<file path="config.mk">
export PLATFORM = sky130hd
export DESIGN_NAME = dma_channel_arbiter_flat
export DESIGN_NICKNAME = d
export VERILOG_FILES = /design/src/cache_dma_pkg.sv /design/src/dram_cfg_pkg.sv /design/src/dram_chan_if.sv /design/src/dma_channel_arbiter.sv /design/src/flat_wrapper.sv
export SDC_FILE = /design/constraint.sdc
export NUM_CORES = 1
export LEC_CHECK = 0
export BUFFER_PORTS_ARGS = -buffer_cell sky130_fd_sc_hd__buf_2
export CAP_MARGIN = 20
export CORE_AREA = 3 3 95 97
export DETAILED_ROUTE_END_ITERATION = 7
export DIE_AREA = 0 0 98 100
export GPL_TIMING_DRIVEN = 0
export PLACE_DENSITY = 0.69
export SLEW_MARGIN = 20
export SYNTH_ARGS = -nofsm -noshare
export SYNTH_HDL_FRONTEND = slang
export SYNTH_SLANG_ARGS = --single-unit
</file>
<file path="constraint.sdc">
create_clock -name clk_i -period 3.5 [get_ports clk_i]
set_clock_uncertainty 0.05 [all_clocks]
set_input_delay 0.7 -clock clk_i [delete_from_list [all_inputs] [get_ports clk_i]]
set_output_delay 0.7 -clock clk_i [all_outputs]
set_load 0.01 [all_outputs]
</file>
<file path="src/cache_dma_pkg.sv">
// cache-side DMA constants shared by the arbiter, the read router and the top level
package cache_dma_pkg;

  // peer vcache ports sharing the channel
  localparam int NUM_CACHES = 4;
  localparam int CACHE_ID_WIDTH = 2;

  // one DMA block is a short burst of full words
  localparam int BLOCK_WORDS = 4;
  localparam int WORD_OFFSET_WIDTH = 2;
  localparam int DATA_WIDTH = 32;

  // cache-local byte address: block index, word offset, 2 byte bits
  localparam int BANK_ADDR_WIDTH = 12;
  localparam int BLOCK_IDX_WIDTH = BANK_ADDR_WIDTH - WORD_OFFSET_WIDTH - 2;

endpackage

</file>
<file path="src/dram_cfg_pkg.sv">
// test DRAM geometry, timing and the channel address word seen by both sides of the channel
package dram_cfg_pkg;

  localparam int BYTE_OFFSET_WIDTH = 2;
  localparam int COL_WIDTH = 4;
  localparam int BANK_WIDTH = 2;
  localparam int ROW_WIDTH = 6;
  localparam int CH_ADDR_WIDTH = ROW_WIDTH + BANK_WIDTH + COL_WIDTH + BYTE_OFFSET_WIDTH;

  localparam int NUM_BANKS = 1 << BANK_WIDTH;
  localparam int MEM_IDX_WIDTH = CH_ADDR_WIDTH - BYTE_OFFSET_WIDTH;
  localparam int MEM_WORDS = 1 << MEM_IDX_WIDTH;

  // timing
  localparam int READ_LATENCY = 4;
  localparam int ROW_MISS_CYCLES = 3;
  localparam int MISS_CNT_WIDTH = 2;

  // return fifo and its credit counter
  localparam int RD_FIFO_DEPTH = 8;
  localparam int RD_FIFO_PTR_WIDTH = 3;
  localparam int RD_CREDIT_WIDTH = 4;

  // dram view for the memory, cache view for the arbiter and router
  typedef union packed {
    struct packed {
      logic [ROW_WIDTH-1:0]         row;
      logic [BANK_WIDTH-1:0]        bank;
      logic [COL_WIDTH-1:0]         col;
      logic [BYTE_OFFSET_WIDTH-1:0] byte_offset;
    } dram;
    struct packed {
      logic [cache_dma_pkg::CACHE_ID_WIDTH-1:0]    cache_id;
      logic [cache_dma_pkg::BLOCK_IDX_WIDTH-1:0]   block;
      logic [cache_dma_pkg::WORD_OFFSET_WIDTH-1:0] word;
      logic [BYTE_OFFSET_WIDTH-1:0]                byte_offset;
    } cache;
  } dram_ch_addr_u;

endpackage

</file>
<file path="src/dram_chan_if.sv">
// command and read-return channels of the shared test DRAM, with valid/ready handshakes
interface dram_cmd_if;
  import cache_dma_pkg::*;
  import dram_cfg_pkg::*;

  logic                  valid;
  logic                  ready;
  logic                  write_not_read;
  dram_ch_addr_u         ch_addr;
  logic [DATA_WIDTH-1:0] wdata;

  modport master (
    output valid,
    output write_not_read,
    output ch_addr,
    output wdata,
    input  ready
  );

  modport slave (
    input  valid,
    input  write_not_read,
    input  ch_addr,
    input  wdata,
    output ready
  );

endinterface


</file>
<file path="src/dma_channel_arbiter.sv">
// round-robin arbiter that locks onto one cache packet and issues its block as word commands
module dma_channel_arbiter (
  input  logic                                                   clk_i,
  input  logic                                                   arst_n_i,
  input  logic [cache_dma_pkg::NUM_CACHES-1:0]                   pkt_v_i,
  input  logic [cache_dma_pkg::NUM_CACHES-1:0]                   pkt_write_not_read_i,
  input  logic [cache_dma_pkg::NUM_CACHES-1:0][cache_dma_pkg::BANK_ADDR_WIDTH-1:0] pkt_addr_i,
  output logic [cache_dma_pkg::NUM_CACHES-1:0]                   pkt_ready_o,
  input  logic [cache_dma_pkg::NUM_CACHES-1:0]                   wdata_v_i,
  input  logic [cache_dma_pkg::NUM_CACHES-1:0][cache_dma_pkg::DATA_WIDTH-1:0] wdata_i,
  output logic [cache_dma_pkg::NUM_CACHES-1:0]                   wdata_ready_o,
  dram_cmd_if.master                                             cmd
);
  import cache_dma_pkg::*;
  import dram_cfg_pkg::*;

  logic                         run_r;
  logic                         locked_r;
  logic [CACHE_ID_WIDTH-1:0]    lock_id_r;
  logic [CACHE_ID_WIDTH-1:0]    ptr_r;
  logic [WORD_OFFSET_WIDTH-1:0] word_cnt_r;
  logic                         wnr_r;
  logic [BLOCK_IDX_WIDTH-1:0]   block_r;

  logic [CACHE_ID_WIDTH-1:0]    cand_id;
  logic [CACHE_ID_WIDTH-1:0]    grant_id;
  logic                         grant_found;
  logic                         grant;
  logic                         xfer;
  dram_ch_addr_u                cmd_addr;

  // first requester at or after the pointer; walking down lets the nearest one win
  always_comb begin
    grant_found = 1'b0;
    grant_id = ptr_r;
    cand_id = ptr_r;
    for (int k = NUM_CACHES - 1; k >= 0; k--) begin
      cand_id = ptr_r + CACHE_ID_WIDTH'(k);
      if (pkt_v_i[cand_id]) begin
        grant_found = 1'b1;
        grant_id = cand_id;
      end
    end
  end

  assign grant = run_r && !locked_r && grant_found;

  always_comb begin
    pkt_ready_o = '0;
    if (grant) begin
      pkt_ready_o[grant_id] = 1'b1;
    end
  end

  // a write beat moves together with its command
  always_comb begin
    wdata_ready_o = '0;
    if (locked_r && wnr_r && cmd.ready) begin
      wdata_ready_o[lock_id_r] = 1'b1;
    end
  end

  always_comb begin
    cmd_addr.cache.cache_id = lock_id_r;
    cmd_addr.cache.block = block_r;
    cmd_addr.cache.word = word_cnt_r;
    cmd_addr.cache.byte_offset = '0;
  end

  assign cmd.valid = locked_r && (!wnr_r || wdata_v_i[lock_id_r]);
  assign cmd.write_not_read = wnr_r;
  assign cmd.ch_addr = cmd_addr;
  assign cmd.wdata = wdata_i[lock_id_r];
  assign xfer = cmd.valid && cmd.ready;

  always_ff @(posedge clk_i or negedge arst_n_i) begin
    if (!arst_n_i) begin
      run_r <= 1'b0;
      locked_r <= 1'b0;
      lock_id_r <= '0;
      ptr_r <= '0;
      word_cnt_r <= '0;
    end else begin
      run_r <= 1'b1;
      if (grant) begin
        locked_r <= 1'b1;
        lock_id_r <= grant_id;
        ptr_r <= grant_id + CACHE_ID_WIDTH'(1);
        word_cnt_r <= '0;
      end else if (xfer) begin
        word_cnt_r <= word_cnt_r + WORD_OFFSET_WIDTH'(1);
        if (word_cnt_r == WORD_OFFSET_WIDTH'(BLOCK_WORDS - 1)) begin
          locked_r <= 1'b0;
        end
      end
    end
  end

  // packet fields, low address bits dropped
  always_ff @(posedge clk_i) begin
    if (grant) begin
      wnr_r <= pkt_write_not_read_i[grant_id];
      block_r <= pkt_addr_i[grant_id][BANK_ADDR_WIDTH-1 -: BLOCK_IDX_WIDTH];
    end
  end

  a_one_pkt_ready: assert property (@(posedge clk_i) disable iff (!arst_n_i)
    $onehot0(pkt_ready_o))
    else $error("more than one packet grant");

endmodule

</file>
<file path="src/flat_wrapper.sv">
// flat-port wrapper written by rule: the top's interface ports become plain ports
module dma_channel_arbiter_flat import cache_dma_pkg::*; import dram_cfg_pkg::*;
  (clk_i, arst_n_i, pkt_v_i, pkt_write_not_read_i, pkt_addr_i, pkt_ready_o, wdata_v_i, wdata_i, wdata_ready_o, cmd_valid, cmd_write_not_read, cmd_ch_addr, cmd_wdata, cmd_ready);
  dram_cmd_if cmd_i ();
  input  logic clk_i;
  input  logic arst_n_i;
  input  logic [cache_dma_pkg::NUM_CACHES-1:0] pkt_v_i;
  input  logic [cache_dma_pkg::NUM_CACHES-1:0] pkt_write_not_read_i;
  input  logic [cache_dma_pkg::NUM_CACHES-1:0][cache_dma_pkg::BANK_ADDR_WIDTH-1:0] pkt_addr_i;
  output logic [cache_dma_pkg::NUM_CACHES-1:0] pkt_ready_o;
  input  logic [cache_dma_pkg::NUM_CACHES-1:0] wdata_v_i;
  input  logic [cache_dma_pkg::NUM_CACHES-1:0][cache_dma_pkg::DATA_WIDTH-1:0] wdata_i;
  output logic [cache_dma_pkg::NUM_CACHES-1:0] wdata_ready_o;
  output wire logic [$bits(cmd_i.valid)-1:0] cmd_valid;
  output wire logic [$bits(cmd_i.write_not_read)-1:0] cmd_write_not_read;
  output wire logic [$bits(cmd_i.ch_addr)-1:0] cmd_ch_addr;
  output wire logic [$bits(cmd_i.wdata)-1:0] cmd_wdata;
  input wire logic [$bits(cmd_i.ready)-1:0] cmd_ready;
  assign cmd_valid = cmd_i.valid;
  assign cmd_write_not_read = cmd_i.write_not_read;
  assign cmd_ch_addr = cmd_i.ch_addr;
  assign cmd_wdata = cmd_i.wdata;
  assign cmd_i.ready = cmd_ready;
  dma_channel_arbiter u_core (.clk_i(clk_i), .arst_n_i(arst_n_i), .pkt_v_i(pkt_v_i), .pkt_write_not_read_i(pkt_write_not_read_i), .pkt_addr_i(pkt_addr_i), .pkt_ready_o(pkt_ready_o), .wdata_v_i(wdata_v_i), .wdata_i(wdata_i), .wdata_ready_o(wdata_ready_o), .cmd(cmd_i));
endmodule
</file>
==> results of run 1 <==
through the flow:
step            util  worst slack [ns]  cells  total power [W]  hold WS, ns
3_5_place_dp   0.386             0.586    476          0.00183        0.495
4_1_cts        0.392             0.574    480          0.00199        0.231
3_3_place_gp   0.386             0.630    476          0.00180        0.486
6_report       0.392             0.605    480          0.00195        0.230
2_1_floorplan      -              1.12    143          0.00133        0.354
5_1_grt        0.392             0.402    480          0.00210        0.236
per-layer routing:
metal	up-vias	part of all wire
met3	12	0.093
li1	1039	-
met4	0	0.018
met5	-	0
met1	1068	0.36
met2	158	0.53
final cells by class:
| class | count | share of cell area |
|---|---|---|
| Sequential cell | 17 | 0.146 |
| Clock buffer | 3 | 0.0128 |
| Timing Repair Buffer | 228 | 0.354 |
| Buffer | 13 | 0.0276 |
| Inverter | 4 | 0.00466 |
| Multi-Input combinational cell | 109 | 0.412 |
| Tap cell | 105 | 0.0408 |
| Clock inverter | 1 | 0.00155 |
worst paths after layout:
path / startpoint / to / slack [ns] / cells after the start
setup / recovery: pkt_v_i[3] / pkt_ready_o[0] / 0.61 / 8
hold / removal: arst_n_i / u_core.lock_id_r[0] / 0.23 / 1
setup reg to reg: u_core.ptr_r[1] / u_core.block_r[6] / 1.57 / 6
hold reg to reg: u_core.word_cnt_r[1] / u_core.word_cnt_r[1] / 0.50 / 2
max in group asynchronous: arst_n_i / u_core.word_cnt_r[1] / 2.99 / 1
min in group clk_i: u_core.word_cnt_r[1] / u_core.word_cnt_r[1] / 0.50 / 2
synth_stat cells (2+ instances only):
library cell,count
mux2i_1,28
nor2b_1,2
nor3_1,2
dfrtp_1,8
edfxtp_1,9
nand3_1,2
buf_2,5
buf_4,2
nor2_1,9
a21oi_1,4
buf_1,2
nand2_1,5
conb_1,2
o21ai_1,2
inv_1,4
mux4_2,33
and2_1,2
buf_6,2
cell usage in the layout, fill, tap and decap left out, types with 2 or more instances in the layout:
cell type	count
buf_1	2
edfxtp_1	9
nor2b_1	2
buf_2	233
mux2i_1	28
dfrtp_1	8
buf_6	2
nor2_1	9
clkbuf_8	3
mux4_2	33
a21oi_1	4
and2_1	2
nand2_1	5
inv_1	4
buf_4	2
conb_1	3
o21ai_1	2
nand3_1	2
nor3_1	2
power by group:
part | internal (W) | leakage [nW] | switching (W) | total (W)
sequential | 0.000290 | 0.175 | 0.0000513 | 0.000341
clock | 0.0000789 | 0.0255 | 0.0000678 | 0.000147
combinational | 0.000760 | 1.50 | 0.000699 | 0.00146
total | 0.00113 | 1.70 | 0.000818 | 0.00195
cell families (layout without fill, tap and decap cells):
group,after synthesis,after routing,share of synthesized area
muxes,62,62,0.545
buffers and inverters,17,249,0.0547
DFF,17,17,0.248
and+or+nand+nor,29,29,0.0850
other,2,3,0.00396
AOI/OAI and AO/OA,13,13,0.0521
adders and majority gates,1,1,0.00659
xor gates and xnor gates,1,1,0.00462
registers in the layout (all words and copies together), names as in the netlist:
register and count:
u_core.cmd.write_not_read 1, u_core.run_r 1, u_core.ptr_r 2, u_core.locked_r 1
u_core.word_cnt_r 2, u_core.block_r 8, u_core.lock_id_r 2
==> impl_metrics.toml, run 1 <==
[synthesis]
synth_flop_cell = "edfxtp_1"
yosys.area.top_type = "mux4_2"
netlist_area_um2 = 1900
synth_enable_flop_cells = 9
ys_warn_count = 0
syn_avg_cell_area_um2 = 13.4
yosysSeqAreaShare = 0.248
synthTopCellsByArea = "mux4_2, mux2i_1, edfxtp_1"
ys_ff_latch = 17
synth.distinct_cells = 37
yosysTopAreaCellShare = 0.392
async_reset_ff_frac = 0.471
synthCells = 142

[run]
max-cap-violations = 0

[finish]
fin_nets = 568
syn_to_final_growth_pct = 69.7
final-seq-area_um2 = 470
filler_cell_count = 849
multiInputGateArea_um2 = 1330
drive_above_1_share = 0.752
antenna_cells = 0
final_area_um2 = 3220

[min_path]
worstHoldPathType = "in2async"

[clocking]
cts_setup_buffers = 0
cts_buffers = 3
path_clk_slew_ns = 0.07
htreeDepth = 1
cts_tree = "built"
cts_resized = 0
clockBufferDepth = 2
cts.sinks = 17
cts_hold_buf = 0
cts_root_buf = "clkbuf_8"
clk_latency_ns = 0.25

[grt]
top_usage_layer = "met2"
antenna_found_initial = 0
grt_pass1_vias = 2426
grtUsageMet1 = 0.182
track_usage = 0.158
grt_pass1_wl_mm = 12.4
grt.overflow.total = 0
grtUsageMet2 = 0.295
grt_use_met3 = 0.0327
grt_max_degree = 14

[timing]
setup_viol = 0
min_period_over_period = 0.827
rsz0062_at_grt = "no"
hold_viol = 0
slew_viol_final = 0
min_period_ns = 2.89
max_slew_margin = 0.629
tns_ns = 0
worst_pin_slew_ns = 0.556
max_freq_ghz = 0.345

[floorplan]
die_x_um = 98
die_h_um = 100
die_area_um2 = 9800
initial_core_util = 0.231
rows = 33
ioPinCount = 247
core_area_um2 = 8220

[drt]
vias_per_cell = 4.74
drt_wl_total_mm = 8.24
wire_per_inst_um = 17.2
first_pass_iters = 4
vias = 2277
detail-route-antenna-nets = 0
drt_iter0_markers = 70
drc = 0

[setup_path]
crit_buf_inv = 3
slowest_stage = "inv_1"
cp.required_ns = 2.75
crit_family = "buffers and inverters"
worstSetupEndpointType = "primary output"
critPathKind = "in2out"
path_cells = "buf_2 -> nor2_1 -> nand2_1 -> nand3b_1 -> inv_1 -> nand2b_1 -> nor2b_1 -> buf_2"
cp-start-kind = "input pin"
max_stage_delay_ns = 0.48
critPathMostFrequentCell = "buf_2"
path_max_fanout = 13
worstPathArrival_ns = 2.14

[power_and_ir_drop]
power.density_nw_per_um2 = 605
ir_worst_vdd_mv = 0.211
power.leakage_nw = 1.70

[placement]
place.port_buffers = 228
dp_hpwl_mm = 7.49
gp_congestion = 0.953
dpl_cell_area_um2 = 3170

[status]
status = "finished clean"
Note: power is estimated with default switching activity, not from simulation.
==> run 2, diff against run 1 <==
- CORE_AREA: 3 3 95 97 -> 3 3 96 98
- DIE_AREA: 0 0 98 100 -> 0 0 99 101
- PLACE_DENSITY: 0.69 -> 0.7
- clock period: 3.5 -> 2.6 ns (I/O delays scaled with it)
==> run 2 against run 1 <==
Effect of this change:
- cell count increased by 1.7%
- worst setup slack worse by 0.47 ns
- sequential power increased by 34%
- total power up 36%
- combinational power rose by 37%
- sequential cell count unchanged
- utilization is 1.1 points lower
- wire length increased by 10%
- design area grew 1.1%
- hold slack worse by 0.19 ns
- sequential share of layout area fell by 0.16 points
- critical path type is now reg2out
==> impl_metrics.toml, run 2 (synthesized netlist as in run 1, its figures left out) <==
[status]
status = "finished clean"

[min_path]
worstHoldPathType = "in2async"

[finish]
drive_above_1_share = 0.759
fin_nets = 570
final-seq-area_um2 = 470
syn_to_final_growth_pct = 71.6
final_util = 0.381
final_cell_mix = "buf_2, mux4_2, mux2i_1"
largest_reg_flops = 8
filler_cell_count = 893
multiInputGateArea_um2 = 1330
top_register = "u_core.block_r"
instances_no_fill = 488
mostFrequentLayoutCell = "buf_2"

[floorplan]
initial_core_util = 0.222
rows = 34
die_h_um = 101
die_x_um = 99
core_area_um2 = 8550
die_area_um2 = 10000
ioPinCount = 247

[drt]
vias_per_cell = 4.83
detail-route-antenna-nets = 0
first_pass_iters = 4
drt_wl_total_mm = 9.09
drt_iter0_markers = 57
drc = 0
vias = 2355
wire_per_inst_um = 18.6

[grt]
grt_pass1_vias = 2484
grt_max_degree = 11
antenna_found_initial = 6
grt.overflow.total = 0
track_usage = 0.172
grt_pass1_wl_mm = 13.1

[setup_path]
regToRegEndpoint = "u_core.block_r[6]"
path_max_fanout = 10
r2r_slack_ns = 0.75
critPathKind = "reg2out"
cp.required_ns = 2.03
worstSetupEndpointType = "primary output"
rr_worst_depth = 6
cp-start-kind = "flop"
worstPathArrival_ns = 1.89
timing.rr.start = "u_core.ptr_r[1]"

[timing]
min_period_ns = 2.46
max_freq_ghz = 0.406
slew_viol_final = 0
min_period_over_period = 0.947
tns_ns = 0
hold_viol = 0
max_slew_margin = 0.645
worst_pin_slew_ns = 0.532
rsz0062_at_grt = "no"
setup_viol = 0

[power_and_ir_drop]
clockPowerShare = 0.077
power.leakage_nw = 1.70
pwr-share-comb = 0.752
total_power_w = 0.00266
netSwitchingFraction = 0.422
power.density_nw_per_um2 = 816
pwr-share-seq = 0.172
internal_power_w = 0.00154
ir_worst_vdd_mv = 0.345
p_sw_w = 0.00112

[clocking]
cts.sinks = 17
cts_root_buf = "clkbuf_8"
cts_buffers = 3
clockBufferDepth = 2
htreeDepth = 1
clk_latency_ns = 0.25
cts_tree = "built"
path_clk_slew_ns = 0.07

[placement]
place.port_buffers = 228
dp_hpwl_mm = 8.28
place_inst = 479
gp_congestion = 0.919

[run]
max-cap-violations = 0
[run 2: cell count changes in the layout (fill, tap and decap cells not counted), sizes merged]
cell	before	now
inv	4	3
diode	0	3
clkinvlp	0	1
clkbuf	4	6
[run 2: how the worst max path moves through the flow]
stage / from / endpoint / slack (ns)
final: u_core.lock_id_r[0] / cmd_wdata[12] / 0.14
after global routing: u_core.lock_id_r[0] / cmd_wdata[12] / 0.005
after CTS: u_core.lock_id_r[1] / cmd_wdata[2] / 0.05
after detailed placement: pkt_v_i[3] / pkt_ready_o[0] / -0.06
after global placement: pkt_v_i[3] / pkt_ready_o[0] / -0.06
after floorplan: pkt_v_i[0] / pkt_ready_o[0] / 0.58
[run 2: per-stage QoR]
stage / setup slack, ns / hold slack [ns] / cell area (um^2)
final: 0.138 / 0.0452 / 3260
after global routing: 0.00491 / 0.0463 / 3260
after detailed placement: -0.0600 / 0.326 / 3180
after floorplan: 0.584 / 0.174 / 1900
after CTS: 0.0479 / 0.0415 / 3240
after global placement: -0.0632 / 0.323 / 3180
[run 2: layer usage]
layer | GRT usage | vias up | part of all wire
met5 | 0 | - | 0.0037
met4 | 0.0693 | 6 | 0.032
met3 | 0.0616 | 28 | 0.12
met2 | 0.320 | 169 | 0.52
met1 | 0.173 | 1104 | 0.32
li1 | - | 1048 | -
[run 2: final cells by class]
| type | count | area share |
|---|---|---|
| antenna | 3 | 0.00231 |
| buffer | 13 | 0.0292 |
| clock buffer | 3 | 0.0127 |
| clock inverter | 1 | 0.00154 |
| inverter | 4 | 0.00576 |
| multi-input combinational | 109 | 0.408 |
| sequential | 17 | 0.144 |
| tap | 108 | 0.0415 |
| timing repair buffer | 230 | 0.355 |
[run 2: worst max-delay path, cell delays in order (launching register included)]
cell and delay, ns:
dfrtp_1 0.40, buf_6 0.18, buf_2 0.33, mux4_2 0.56
buf_2 0.16
[run 2: power by group through the flow]
stage          Clock, W  Sequential, W  Combinational (W)
6_report       0.000204       0.000456            0.00200
5_1_grt        0.000229       0.000470            0.00218
4_1_cts        0.000219       0.000459            0.00203
3_5_place_dp          0       0.000465            0.00202
3_3_place_gp          0       0.000461            0.00199
2_1_floorplan         0       0.000476            0.00131
[run 2: timing repair]
item	in CTS	in global routing
setup endpoints to repair	2	12
buffers inserted	2	0
gates resized for setup	1	4
hold buffers	0	0
